### config.mk
export PLATFORM = sky130hd
export DESIGN_NAME = aluClusterTop
export DESIGN_NICKNAME = d
export VERILOG_FILES = /design/src/rtl/aluClusterPkg.sv /design/src/rtl/aluDispatch.sv /design/src/rtl/aluLane.sv /design/src/rtl/aluCollect.sv /design/src/rtl/aluClusterTop.sv
export VERILOG_INCLUDE_DIRS = /design/src /design/src/rtl
export SDC_FILE = /design/constraint.sdc
export NUM_CORES = 2
export LEC_CHECK = 0
export BUFFER_PORTS_ARGS = -buffer_cell sky130_fd_sc_hd__buf_4
export CAP_MARGIN = 20
export CORE_ASPECT_RATIO = 1.2
export CORE_MARGIN = 3
export CORE_UTILIZATION = 35
export DETAILED_ROUTE_END_ITERATION = 7
export PLACE_DENSITY = 0.56
export SYNTH_ARGS = -nofsm -noshare
export SYNTH_HDL_FRONTEND = slang
export SYNTH_SLANG_ARGS = --single-unit
### constraint.sdc
create_clock -name clk -period 13.25 [get_ports clk]
set_input_delay 2.65 -clock clk [delete_from_list [all_inputs] [get_ports clk]]
set_output_delay 2.65 -clock clk [all_outputs]
set_load 0.005 [all_outputs]
### src/rtl/aluCluster_params.svh
`ifndef ALUCLUSTER_PARAMS_SVH
`define ALUCLUSTER_PARAMS_SVH

// --------------------
// Cluster size
// --------------------
`define ALU_NUM_LANES   4                           // 1 to 8 lanes
`define ALU_XLEN        32
`define ALU_ADR_W       6                           // Wishbone word address

// --------------------
// Register map
// --------------------
`define ALU_REG_RS1     2'd0
`define ALU_REG_RS2     2'd1
`define ALU_REG_INSTR   2'd2                        // Write launches the lane
`define ALU_REG_RESULT  2'd3
`define ALU_ADR_STATUS  (4 * `ALU_NUM_LANES)        // First word after the lanes
`define ALU_ADR_COUNT   (`ALU_ADR_STATUS + 1)

`endif

### src/rtl/aluClusterPkg.sv
package aluClusterPkg;

`include "aluCluster_params.svh"

    typedef logic [`ALU_XLEN-1:0] aluWordT;

    // RV32I major opcodes handled by a lane
    typedef enum logic [6:0] {
        opcLoad   = 7'b0000011,
        opcOpImm  = 7'b0010011,
        opcStore  = 7'b0100011,
        opcOp     = 7'b0110011,
        opcBranch = 7'b1100011
    } rvOpcodeE;

    // Operation class, same coding as the classic ALUOp
    typedef enum logic [1:0] {
        addrCalc = 2'b00,   // Load and store
        branch   = 2'b01,
        regReg   = 2'b10,
        regImm   = 2'b11
    } aluOpE;

    typedef enum logic [3:0] {
        none,
        add,
        sub,
        subUnsigned,
        andOp,
        orOp,
        xorOp,
        shiftL,
        shiftR,
        shiftRArith,
        ltSigned,
        ltUnsigned
    } aluCtrlE;

    typedef enum logic [1:0] {rdNone, rdResult, rdStatus, rdCount} rdSelE;

endpackage

### src/rtl/aluDispatch.sv
`include "aluCluster_params.svh"

module aluDispatch import aluClusterPkg::*; (
    input  logic                          clk,
    input  logic                          arstN,
    input  logic                          cyc,
    input  logic                          stb,
    input  logic                          we,
    input  logic [`ALU_ADR_W-1:0]         adr,
    input  aluWordT                       datW,
    output logic                          ack,
    output logic [`ALU_NUM_LANES-1:0]     laneWrEn,
    output logic [1:0]                    wrReg,
    output aluWordT                       wrData,
    output logic                          countClr,
    output rdSelE                         rdSel,
    output logic [`ALU_ADR_W-3:0]         rdLane
);

    localparam int AdrStatus = `ALU_ADR_STATUS;
    localparam int AdrCount  = `ALU_ADR_COUNT;

    logic                  req;
    logic                  laneHit;
    logic [`ALU_ADR_W-3:0] laneIdx;
    logic [1:0]            regOff;

    // --------------------
    // Address decode
    // --------------------
    assign req     = cyc && stb && !ack;            // New access, not yet acked
    assign laneIdx = adr[`ALU_ADR_W-1:2];
    assign regOff  = adr[1:0];
    assign laneHit = int'(adr) < AdrStatus;

    // Single cycle ack
    always_ff @(posedge clk or negedge arstN) begin
        if (!arstN) begin
            ack <= 1'b0;
        end else begin
            ack <= req;
        end
    end

    // --------------------
    // Write strobes
    // --------------------
    always_comb begin
        laneWrEn = '0;
        for (int i = 0; i < `ALU_NUM_LANES; i++) begin
            if (req && we && laneHit && int'(laneIdx) == i) begin
                laneWrEn[i] = 1'b1;
            end
        end
    end

    assign wrReg    = regOff;
    assign wrData   = datW;                         // Broadcast to every lane
    assign countClr = req && we && int'(adr) == AdrCount;

    // --------------------
    // Read select
    // --------------------
    // Collector registers datR on the same edge as ack
    always_comb begin
        rdSel = rdNone;
        if (req && !we) begin
            if (laneHit && regOff == `ALU_REG_RESULT) begin
                rdSel = rdResult;
            end else if (int'(adr) == AdrStatus) begin
                rdSel = rdStatus;
            end else if (int'(adr) == AdrCount) begin
                rdSel = rdCount;
            end
        end
    end

    assign rdLane = laneIdx;

    // Bus handshake checks
    assert property (@(posedge clk) disable iff (!arstN)
        ack |=> !ack);

    assert property (@(posedge clk) disable iff (!arstN)
        ack |-> $past(cyc && stb));

endmodule

### src/rtl/aluLane.sv
`include "aluCluster_params.svh"

module aluLane import aluClusterPkg::*; (
    input  logic        clk,
    input  logic        arstN,
    input  logic        wrEn,
    input  logic [1:0]  wrReg,
    input  aluWordT     wrData,
    output aluWordT     result,
    output logic        taken,
    output logic        done
);

    localparam logic [6:0] F7Base = 7'b0000000;
    localparam logic [6:0] F7Alt  = 7'b0100000;     // SUB and SRA

    aluWordT    rs1Q;
    aluWordT    rs2Q;
    aluWordT    instrQ;
    logic       launchQ;
    rvOpcodeE   opcode;
    logic [2:0] funct3;
    logic [6:0] funct7;
    aluOpE      aluOp;
    logic       aluSrc;
    logic       opValid;
    aluWordT    immI;
    aluWordT    immS;
    aluWordT    imm;
    aluCtrlE    aluCtrl;
    aluWordT    operand2;
    aluWordT    aluOut;
    logic       takenNext;

    // Operand and instruction holding registers
    always_ff @(posedge clk) begin
        if (wrEn && wrReg == `ALU_REG_RS1) rs1Q <= wrData;
        if (wrEn && wrReg == `ALU_REG_RS2) rs2Q <= wrData;
        if (wrEn && wrReg == `ALU_REG_INSTR) instrQ <= wrData;
    end

    // --------------------
    // Instruction decode
    // --------------------
    assign opcode = rvOpcodeE'(instrQ[6:0]);
    assign funct3 = instrQ[14:12];
    assign funct7 = instrQ[31:25];
    assign immI   = {{20{instrQ[31]}}, instrQ[31:20]};
    assign immS   = {{20{instrQ[31]}}, instrQ[31:25], instrQ[11:7]};

    always_comb begin
        aluOp   = addrCalc;
        aluSrc  = 1'b0;
        opValid = 1'b1;
        imm     = immI;
        case (opcode)
            opcOp:     aluOp = regReg;
            opcBranch: aluOp = branch;
            opcOpImm: begin
                aluOp  = regImm;
                aluSrc = 1'b1;
            end
            opcLoad:   aluSrc = 1'b1;
            opcStore: begin
                aluSrc = 1'b1;
                imm    = immS;
            end
            default:   opValid = 1'b0;
        endcase
    end

    // ALU control from the operation class and funct fields
    always_comb begin
        aluCtrl = none;
        if (opValid) begin
            case (aluOp)
                addrCalc: aluCtrl = add;
                branch: begin
                    case (funct3)
                        3'b000, 3'b001, 3'b100, 3'b101: aluCtrl = sub;
                        3'b110, 3'b111:                 aluCtrl = subUnsigned;
                        default:                        aluCtrl = none;
                    endcase
                end
                regReg: begin
                    case ({funct7, funct3})
                        {F7Base, 3'b000}: aluCtrl = add;
                        {F7Alt,  3'b000}: aluCtrl = sub;
                        {F7Base, 3'b001}: aluCtrl = shiftL;
                        {F7Base, 3'b010}: aluCtrl = ltSigned;
                        {F7Base, 3'b011}: aluCtrl = ltUnsigned;
                        {F7Base, 3'b100}: aluCtrl = xorOp;
                        {F7Base, 3'b101}: aluCtrl = shiftR;
                        {F7Alt,  3'b101}: aluCtrl = shiftRArith;
                        {F7Base, 3'b110}: aluCtrl = orOp;
                        {F7Base, 3'b111}: aluCtrl = andOp;
                        default:          aluCtrl = none;
                    endcase
                end
                regImm: begin
                    case (funct3)
                        3'b000: aluCtrl = add;
                        3'b010: aluCtrl = ltSigned;
                        3'b011: aluCtrl = ltUnsigned;
                        3'b100: aluCtrl = xorOp;
                        3'b110: aluCtrl = orOp;
                        3'b111: aluCtrl = andOp;
                        3'b001: aluCtrl = (funct7 == F7Base) ? shiftL : none;
                        3'b101: begin
                            if (funct7 == F7Base) aluCtrl = shiftR;
                            else if (funct7 == F7Alt) aluCtrl = shiftRArith;
                        end
                        default: aluCtrl = none;
                    endcase
                end
                default: aluCtrl = none;
            endcase
        end
    end

    // --------------------
    // Datapath
    // --------------------
    assign operand2 = aluSrc ? imm : rs2Q;

    always_comb begin
        case (aluCtrl)
            add:         aluOut = rs1Q + operand2;
            sub, subUnsigned: aluOut = rs1Q - operand2;   // Also the branch difference
            andOp:       aluOut = rs1Q & operand2;
            orOp:        aluOut = rs1Q | operand2;
            xorOp:       aluOut = rs1Q ^ operand2;
            shiftL:      aluOut = rs1Q << operand2[4:0];
            shiftR:      aluOut = rs1Q >> operand2[4:0];
            shiftRArith: aluOut = $signed(rs1Q) >>> operand2[4:0];
            ltSigned:    aluOut = {31'b0, $signed(rs1Q) < $signed(operand2)};
            ltUnsigned:  aluOut = {31'b0, rs1Q < operand2};
            default:     aluOut = '0;
        endcase
    end

    // Branch decision compares the operands directly
    always_comb begin
        takenNext = 1'b0;
        if (opValid && aluOp == branch) begin
            case (funct3)
                3'b000:  takenNext = rs1Q == rs2Q;
                3'b001:  takenNext = rs1Q != rs2Q;
                3'b100:  takenNext = $signed(rs1Q) < $signed(rs2Q);
                3'b101:  takenNext = $signed(rs1Q) >= $signed(rs2Q);
                3'b110:  takenNext = rs1Q < rs2Q;
                3'b111:  takenNext = rs1Q >= rs2Q;
                default: takenNext = 1'b0;
            endcase
        end
    end

    // --------------------
    // Launch and done
    // --------------------
    always_ff @(posedge clk or negedge arstN) begin
        if (!arstN) begin
            launchQ <= 1'b0;
            done    <= 1'b0;
            taken   <= 1'b0;
            result  <= '0;
        end else if (wrEn && wrReg == `ALU_REG_INSTR) begin
            launchQ <= 1'b1;
            done    <= 1'b0;                        // Relaunch hides the old result
        end else if (launchQ) begin
            launchQ <= 1'b0;
            result  <= aluOut;
            taken   <= takenNext;
            done    <= 1'b1;
        end
    end

    // Done only ever follows an instruction write
    assert property (@(posedge clk) disable iff (!arstN)
        $rose(done) |-> $past(wrEn && wrReg == `ALU_REG_INSTR, 2));

endmodule

### src/rtl/aluCollect.sv
`include "aluCluster_params.svh"

module aluCollect import aluClusterPkg::*; (
    input  logic                                  clk,
    input  logic                                  arstN,
    input  aluWordT [`ALU_NUM_LANES-1:0]          laneResult,
    input  logic [`ALU_NUM_LANES-1:0]             laneTaken,
    input  logic [`ALU_NUM_LANES-1:0]             laneDone,
    input  logic                                  countClr,
    input  rdSelE                                 rdSel,
    input  logic [`ALU_ADR_W-3:0]                 rdLane,
    output aluWordT                               datR
);

    logic [`ALU_NUM_LANES-1:0] doneQ;
    logic [`ALU_NUM_LANES-1:0] doneRise;
    aluWordT                   count;
    aluWordT                   status;

    // Number of lanes finishing this cycle
    function automatic aluWordT popCount(input logic [`ALU_NUM_LANES-1:0] bits);
        aluWordT n;
        n = '0;
        for (int i = 0; i < `ALU_NUM_LANES; i++) begin
            n = n + aluWordT'(bits[i]);
        end
        return n;
    endfunction

    // --------------------
    // Completion counter
    // --------------------
    assign doneRise = laneDone & ~doneQ;

    always_ff @(posedge clk or negedge arstN) begin
        if (!arstN) begin
            doneQ <= '0;
            count <= '0;
        end else begin
            doneQ <= laneDone;
            if (countClr) begin
                count <= '0;                        // Clear wins over new completions
            end else begin
                count <= count + popCount(doneRise);
            end
        end
    end

    // Done in the low byte, taken from bit 8
    always_comb begin
        status = '0;
        status[`ALU_NUM_LANES-1:0] = laneDone;
        status[8 +: `ALU_NUM_LANES] = laneTaken;
    end

    // --------------------
    // Read data
    // --------------------
    always_ff @(posedge clk or negedge arstN) begin
        if (!arstN) begin
            datR <= '0;
        end else begin
            case (rdSel)
                rdResult: datR <= laneResult[rdLane];   // Lane index checked by dispatch
                rdStatus: datR <= status;
                rdCount:  datR <= count;
                default:  datR <= '0;
            endcase
        end
    end

endmodule

### src/rtl/aluClusterTop.sv
`include "aluCluster_params.svh"

module aluClusterTop import aluClusterPkg::*; (
    input  logic                  clk,
    input  logic                  arstN,
    input  logic                  cyc,
    input  logic                  stb,
    input  logic                  we,
    input  logic [`ALU_ADR_W-1:0] adr,
    input  aluWordT               datW,
    output aluWordT               datR,
    output logic                  ack
);

    logic [`ALU_NUM_LANES-1:0]    laneWrEn;
    logic [1:0]                   wrReg;
    aluWordT                      wrData;
    logic                         countClr;
    rdSelE                        rdSel;
    logic [`ALU_ADR_W-3:0]        rdLane;
    aluWordT [`ALU_NUM_LANES-1:0] laneResult;
    logic [`ALU_NUM_LANES-1:0]    laneTaken;
    logic [`ALU_NUM_LANES-1:0]    laneDone;

    // --------------------
    // Bus front end
    // --------------------
    aluDispatch dispatch_i (
        .clk      (clk),
        .arstN    (arstN),
        .cyc      (cyc),
        .stb      (stb),
        .we       (we),
        .adr      (adr),
        .datW     (datW),
        .ack      (ack),
        .laneWrEn (laneWrEn),
        .wrReg    (wrReg),
        .wrData   (wrData),
        .countClr (countClr),
        .rdSel    (rdSel),
        .rdLane   (rdLane)
    );

    // One execute lane per slot
    for (genvar k = 0; k < `ALU_NUM_LANES; k++) begin : gLane
        aluLane lane_i (
            .clk    (clk),
            .arstN  (arstN),
            .wrEn   (laneWrEn[k]),
            .wrReg  (wrReg),
            .wrData (wrData),
            .result (laneResult[k]),
            .taken  (laneTaken[k]),
            .done   (laneDone[k])
        );
    end

    aluCollect collect_i (
        .clk        (clk),
        .arstN      (arstN),
        .laneResult (laneResult),
        .laneTaken  (laneTaken),
        .laneDone   (laneDone),
        .countClr   (countClr),
        .rdSel      (rdSel),
        .rdLane     (rdLane),
        .datR       (datR)
    );

endmodule

==> run_results.csv <==
group,metric,value,unit
grt,grt_pass1_wl,463000,um
synthesis,yosys.area.top_type_share,0.177,
setup_path,crit_path_start_kind,"flop",
flow_run,max_cap_violations,0,
power,vdd_ir_drop_max,0.147,mV
synthesis,netlist_area,0.0618,sq mm
final_layout,seq_area,0.0162,sq mm
cts,cts_hold_buf,0,
setup_path,r2r_start,"gLane[1].lane_i.instrQ[5]",
routing,vias_per_cell,6.61,
final_layout,nNetsFinal,8100,
cts,cts.sinks,573,
grt,grt_max_degree,147,
cts,clk_root_buffer_cell,"clkbuf_16",
synthesis,async_flop_share,0.365,
die,initial_utilization,0.353,
sta,tns,0,ns
cts,h-tree-depth,3,
synthesis,synth_edf_count,364,
power,total_leakage_power,27.7,nW
synthesis,syn-num-nets,8348,
sta,finClkSkew,0.0460,ns
sta,fin_crit_sh,0.486,
die,die-area,0.182,sq mm
place,placed_cells,9748,
setup_path,worst_r2r_path_depth,18,
sta,hold_violations,0,
synthesis,yosys_register_bits,573,
routing,wirelength,329000,um
outcome,status,"complete, but fails checks",
sta,finalMaxSlewViolations,0,
grt,first_global_vias,61500,
synthesis,ys_top_cells_by_count,"a21oi_1 (741), nor2_1 (724), nand2_1 (695), ha_1 (521), inv_1 (520)",
place,gp_congestion,1.04,
die,core-area,0.175,sq mm
setup_path,endpoint_kind,"flop",
die,die_x,389,um
setup_path,critPathArrivalTime,7.04,ns
synthesis,synth_cell_types,122,
synthesis,yosysTopAreaCell,"edfxtp_1",
setup_path,setup.worst_path.start,"gLane[1].lane_i.instrQ[5]",
die,io_pins,76,
setup_path,crit_fanout,46,
sta,worst-slew-pin-transition,1.26,ns
routing,drt.antenna.violating_nets,0,
setup_path,crit_type,"reg2reg",
cts,cts_resized,0,
grt,track_usage,0.348,
sta,rsz0062_at_grt,"false",
hold_path,min_path_type,"reg2reg",
hold_path,min_from,"gLane[0].lane_i.done",
grt,overflow,0,
die,rows,168,
place,portBuffers,75,
routing,vias,65400,
synthesis,post-synth-top-count-cell,"a21oi_1",
cts,numCtsBuffers,71,
setup_path,required,13.85,ns
die,die_y,466,um
synthesis,synth.area.top_cells,"edfxtp_1 (18%), ha_1 (11%), dfrtp_1 (8.5%)",
routing,drcViolationCount,1,
routing,initialDrtViolationCount,9356,
routing,wl_per_cell,33.2,um
final_layout,area_delta_synth_final,8.31,%
place,dp_hpwl,248000,um
cts,cts_setup_buffers,0,
hold_path,min_path_cells,0,
sta,holdWs,0.492,ns
synthesis,ys_warn_count,0,
cts,clkSlewWorstSetupHoldPaths,0.07,ns
outcome,violations,"DRC",
sta,min_period,6.43,ns
synthesis,ys_seq_area_frac,0.262,
grt,antenna_found_initial,37,
synthesis,synthFlopType,"edfxtp_1",
final_layout,fillCellCount,18200,
final_layout,multi_input_area,0.0416,sq mm
final_layout,drive_gt1_frac,0.0772,
cts,clkLatencyLatePin,0.71,ns
final_layout,fin_cells,9898,
routing,drt_first_pass_iters,8,
synthesis,postSynthCellCount,7776,
sta,slew_headroom,0.160,
cts,cts.path.max_buffers,3,
sta,finalSetupViolCount,0,
synthesis,syn_avg_cell_area,7.94,sq um
cts,cts_tree,"yes",
sta,fmax,0.155,GHz
power,power_density,63.8,mW/mm^2
==> registers in the layout, indices dropped and copies added (netlist names) <==
| name | flops |
|---|---|
| gLane.lane_i.rs1Q | 128 |
| collect_i.count | 32 |
| dispatch_i.ack | 1 |
| gLane.lane_i.instrQ | 108 |
| gLane.lane_i.launchQ | 4 |
| collect_i.doneQ | 4 |
| gLane.lane_i.taken | 4 |
| gLane.lane_i.result | 128 |
| gLane.lane_i.done | 4 |
| gLane.lane_i.rs2Q | 128 |
| collect_i.datR | 32 |
==> power breakdown <==
group | switching [mW] | internal, mW
combinational | 0.125 | 0.0394
clock | 0.942 | 1.22
sequential | 0.0170 | 1.92
==> path summary, 6_finish.rpt <==
check,end,slack (ns)
worst max-delay path,gLane[1].lane_i.result[30],6.82
worst min-delay path,collect_i.doneQ[0],0.49
worst max register to register,gLane[1].lane_i.result[30],6.82
worst min register to register,collect_i.doneQ[0],0.49
max in group asynchronous,gLane[3].lane_i.result[29],9.85
min in group asynchronous,gLane[0].lane_i.result[11],1.99
==> layout by cell type, fill, tap and decap left out, types with 162 or more instances in the layout <==
cell	n
a21o_1	210
ha_1	521
nand3_1	178
a21oi_1	739
mux2i_1	338
a211oi_1	162
edfxtp_1	364
o21ai_0	428
buf_4	212
nand2_1	694
nor2_1	713
nor3_1	259
dfrtp_1	209
inv_1	519
==> logic make-up (layout without fill, tap and decap cells) <==
family          count (synthesis)  after routing  share of synthesized area
mux                           421            421                     0.0765
buf+inv                      1081            891                     0.0696
compound gates               2674           2674                      0.289
simple gates                 2406           2406                      0.182
other cells                     0             17                          0
flops                         573            573                      0.262
xor+xnor                       92             92                     0.0130
fa+ha+maj                     529            529                      0.108
==> routing by layer <==
layer | wire [um] | global-route usage | share of wire
met2 | 143000 | 0.536 | 0.44
met1 | 132000 | 0.453 | 0.40
met3 | 31300 | 0.0692 | 0.095
met5 | 189 | 0 | 0.00057
met4 | 22100 | 0.198 | 0.067
==> critical path, stage by stage (launching register included) <==
cell and delay [ns]:
edfxtp_1 0.66, a21oi_1 0.23, nand2_1 0.71, a22o_2 0.28, buf_4 0.41, buf_4 0.56, clkinv_1 0.13, buf_4 0.32
ha_1 0.34, o31a_1 0.36, o31a_1 0.33, o211ai_1 0.22, o211ai_1 0.26, a41oi_1 0.38, a21oi_1 0.15, a21oi_1 0.31
o211ai_1 0.15, or3_1 0.36, o211ai_1 0.08
==> area by class of cell <==
class,count,share of cell area
inverter,542,0.0305
timing repair buffer,218,0.0249
clock buffer,88,0.0292
clock inverter,43,0.00789
multi-input combinational,6122,0.622
tap,2295,0.0429
antenna,17,0.000636
sequential,573,0.242
==> per-stage QoR <==
stage / util / setup WS (ns) / cell area [sq um] / total power, mW
global route: 0.382 / 6.57 / 66900 / 4.37
finish: 0.382 / 6.82 / 66900 / 4.27
global placement: 0.367 / 7.25 / 64300 / 2.13
CTS: 0.382 / 7.06 / 66800 / 4.31
floorplan: - / 7.36 / 61800 / 2.02
detailed placement: 0.367 / 7.08 / 64300 / 2.14
No activity file was read; power rests on OpenSTA's default activity.
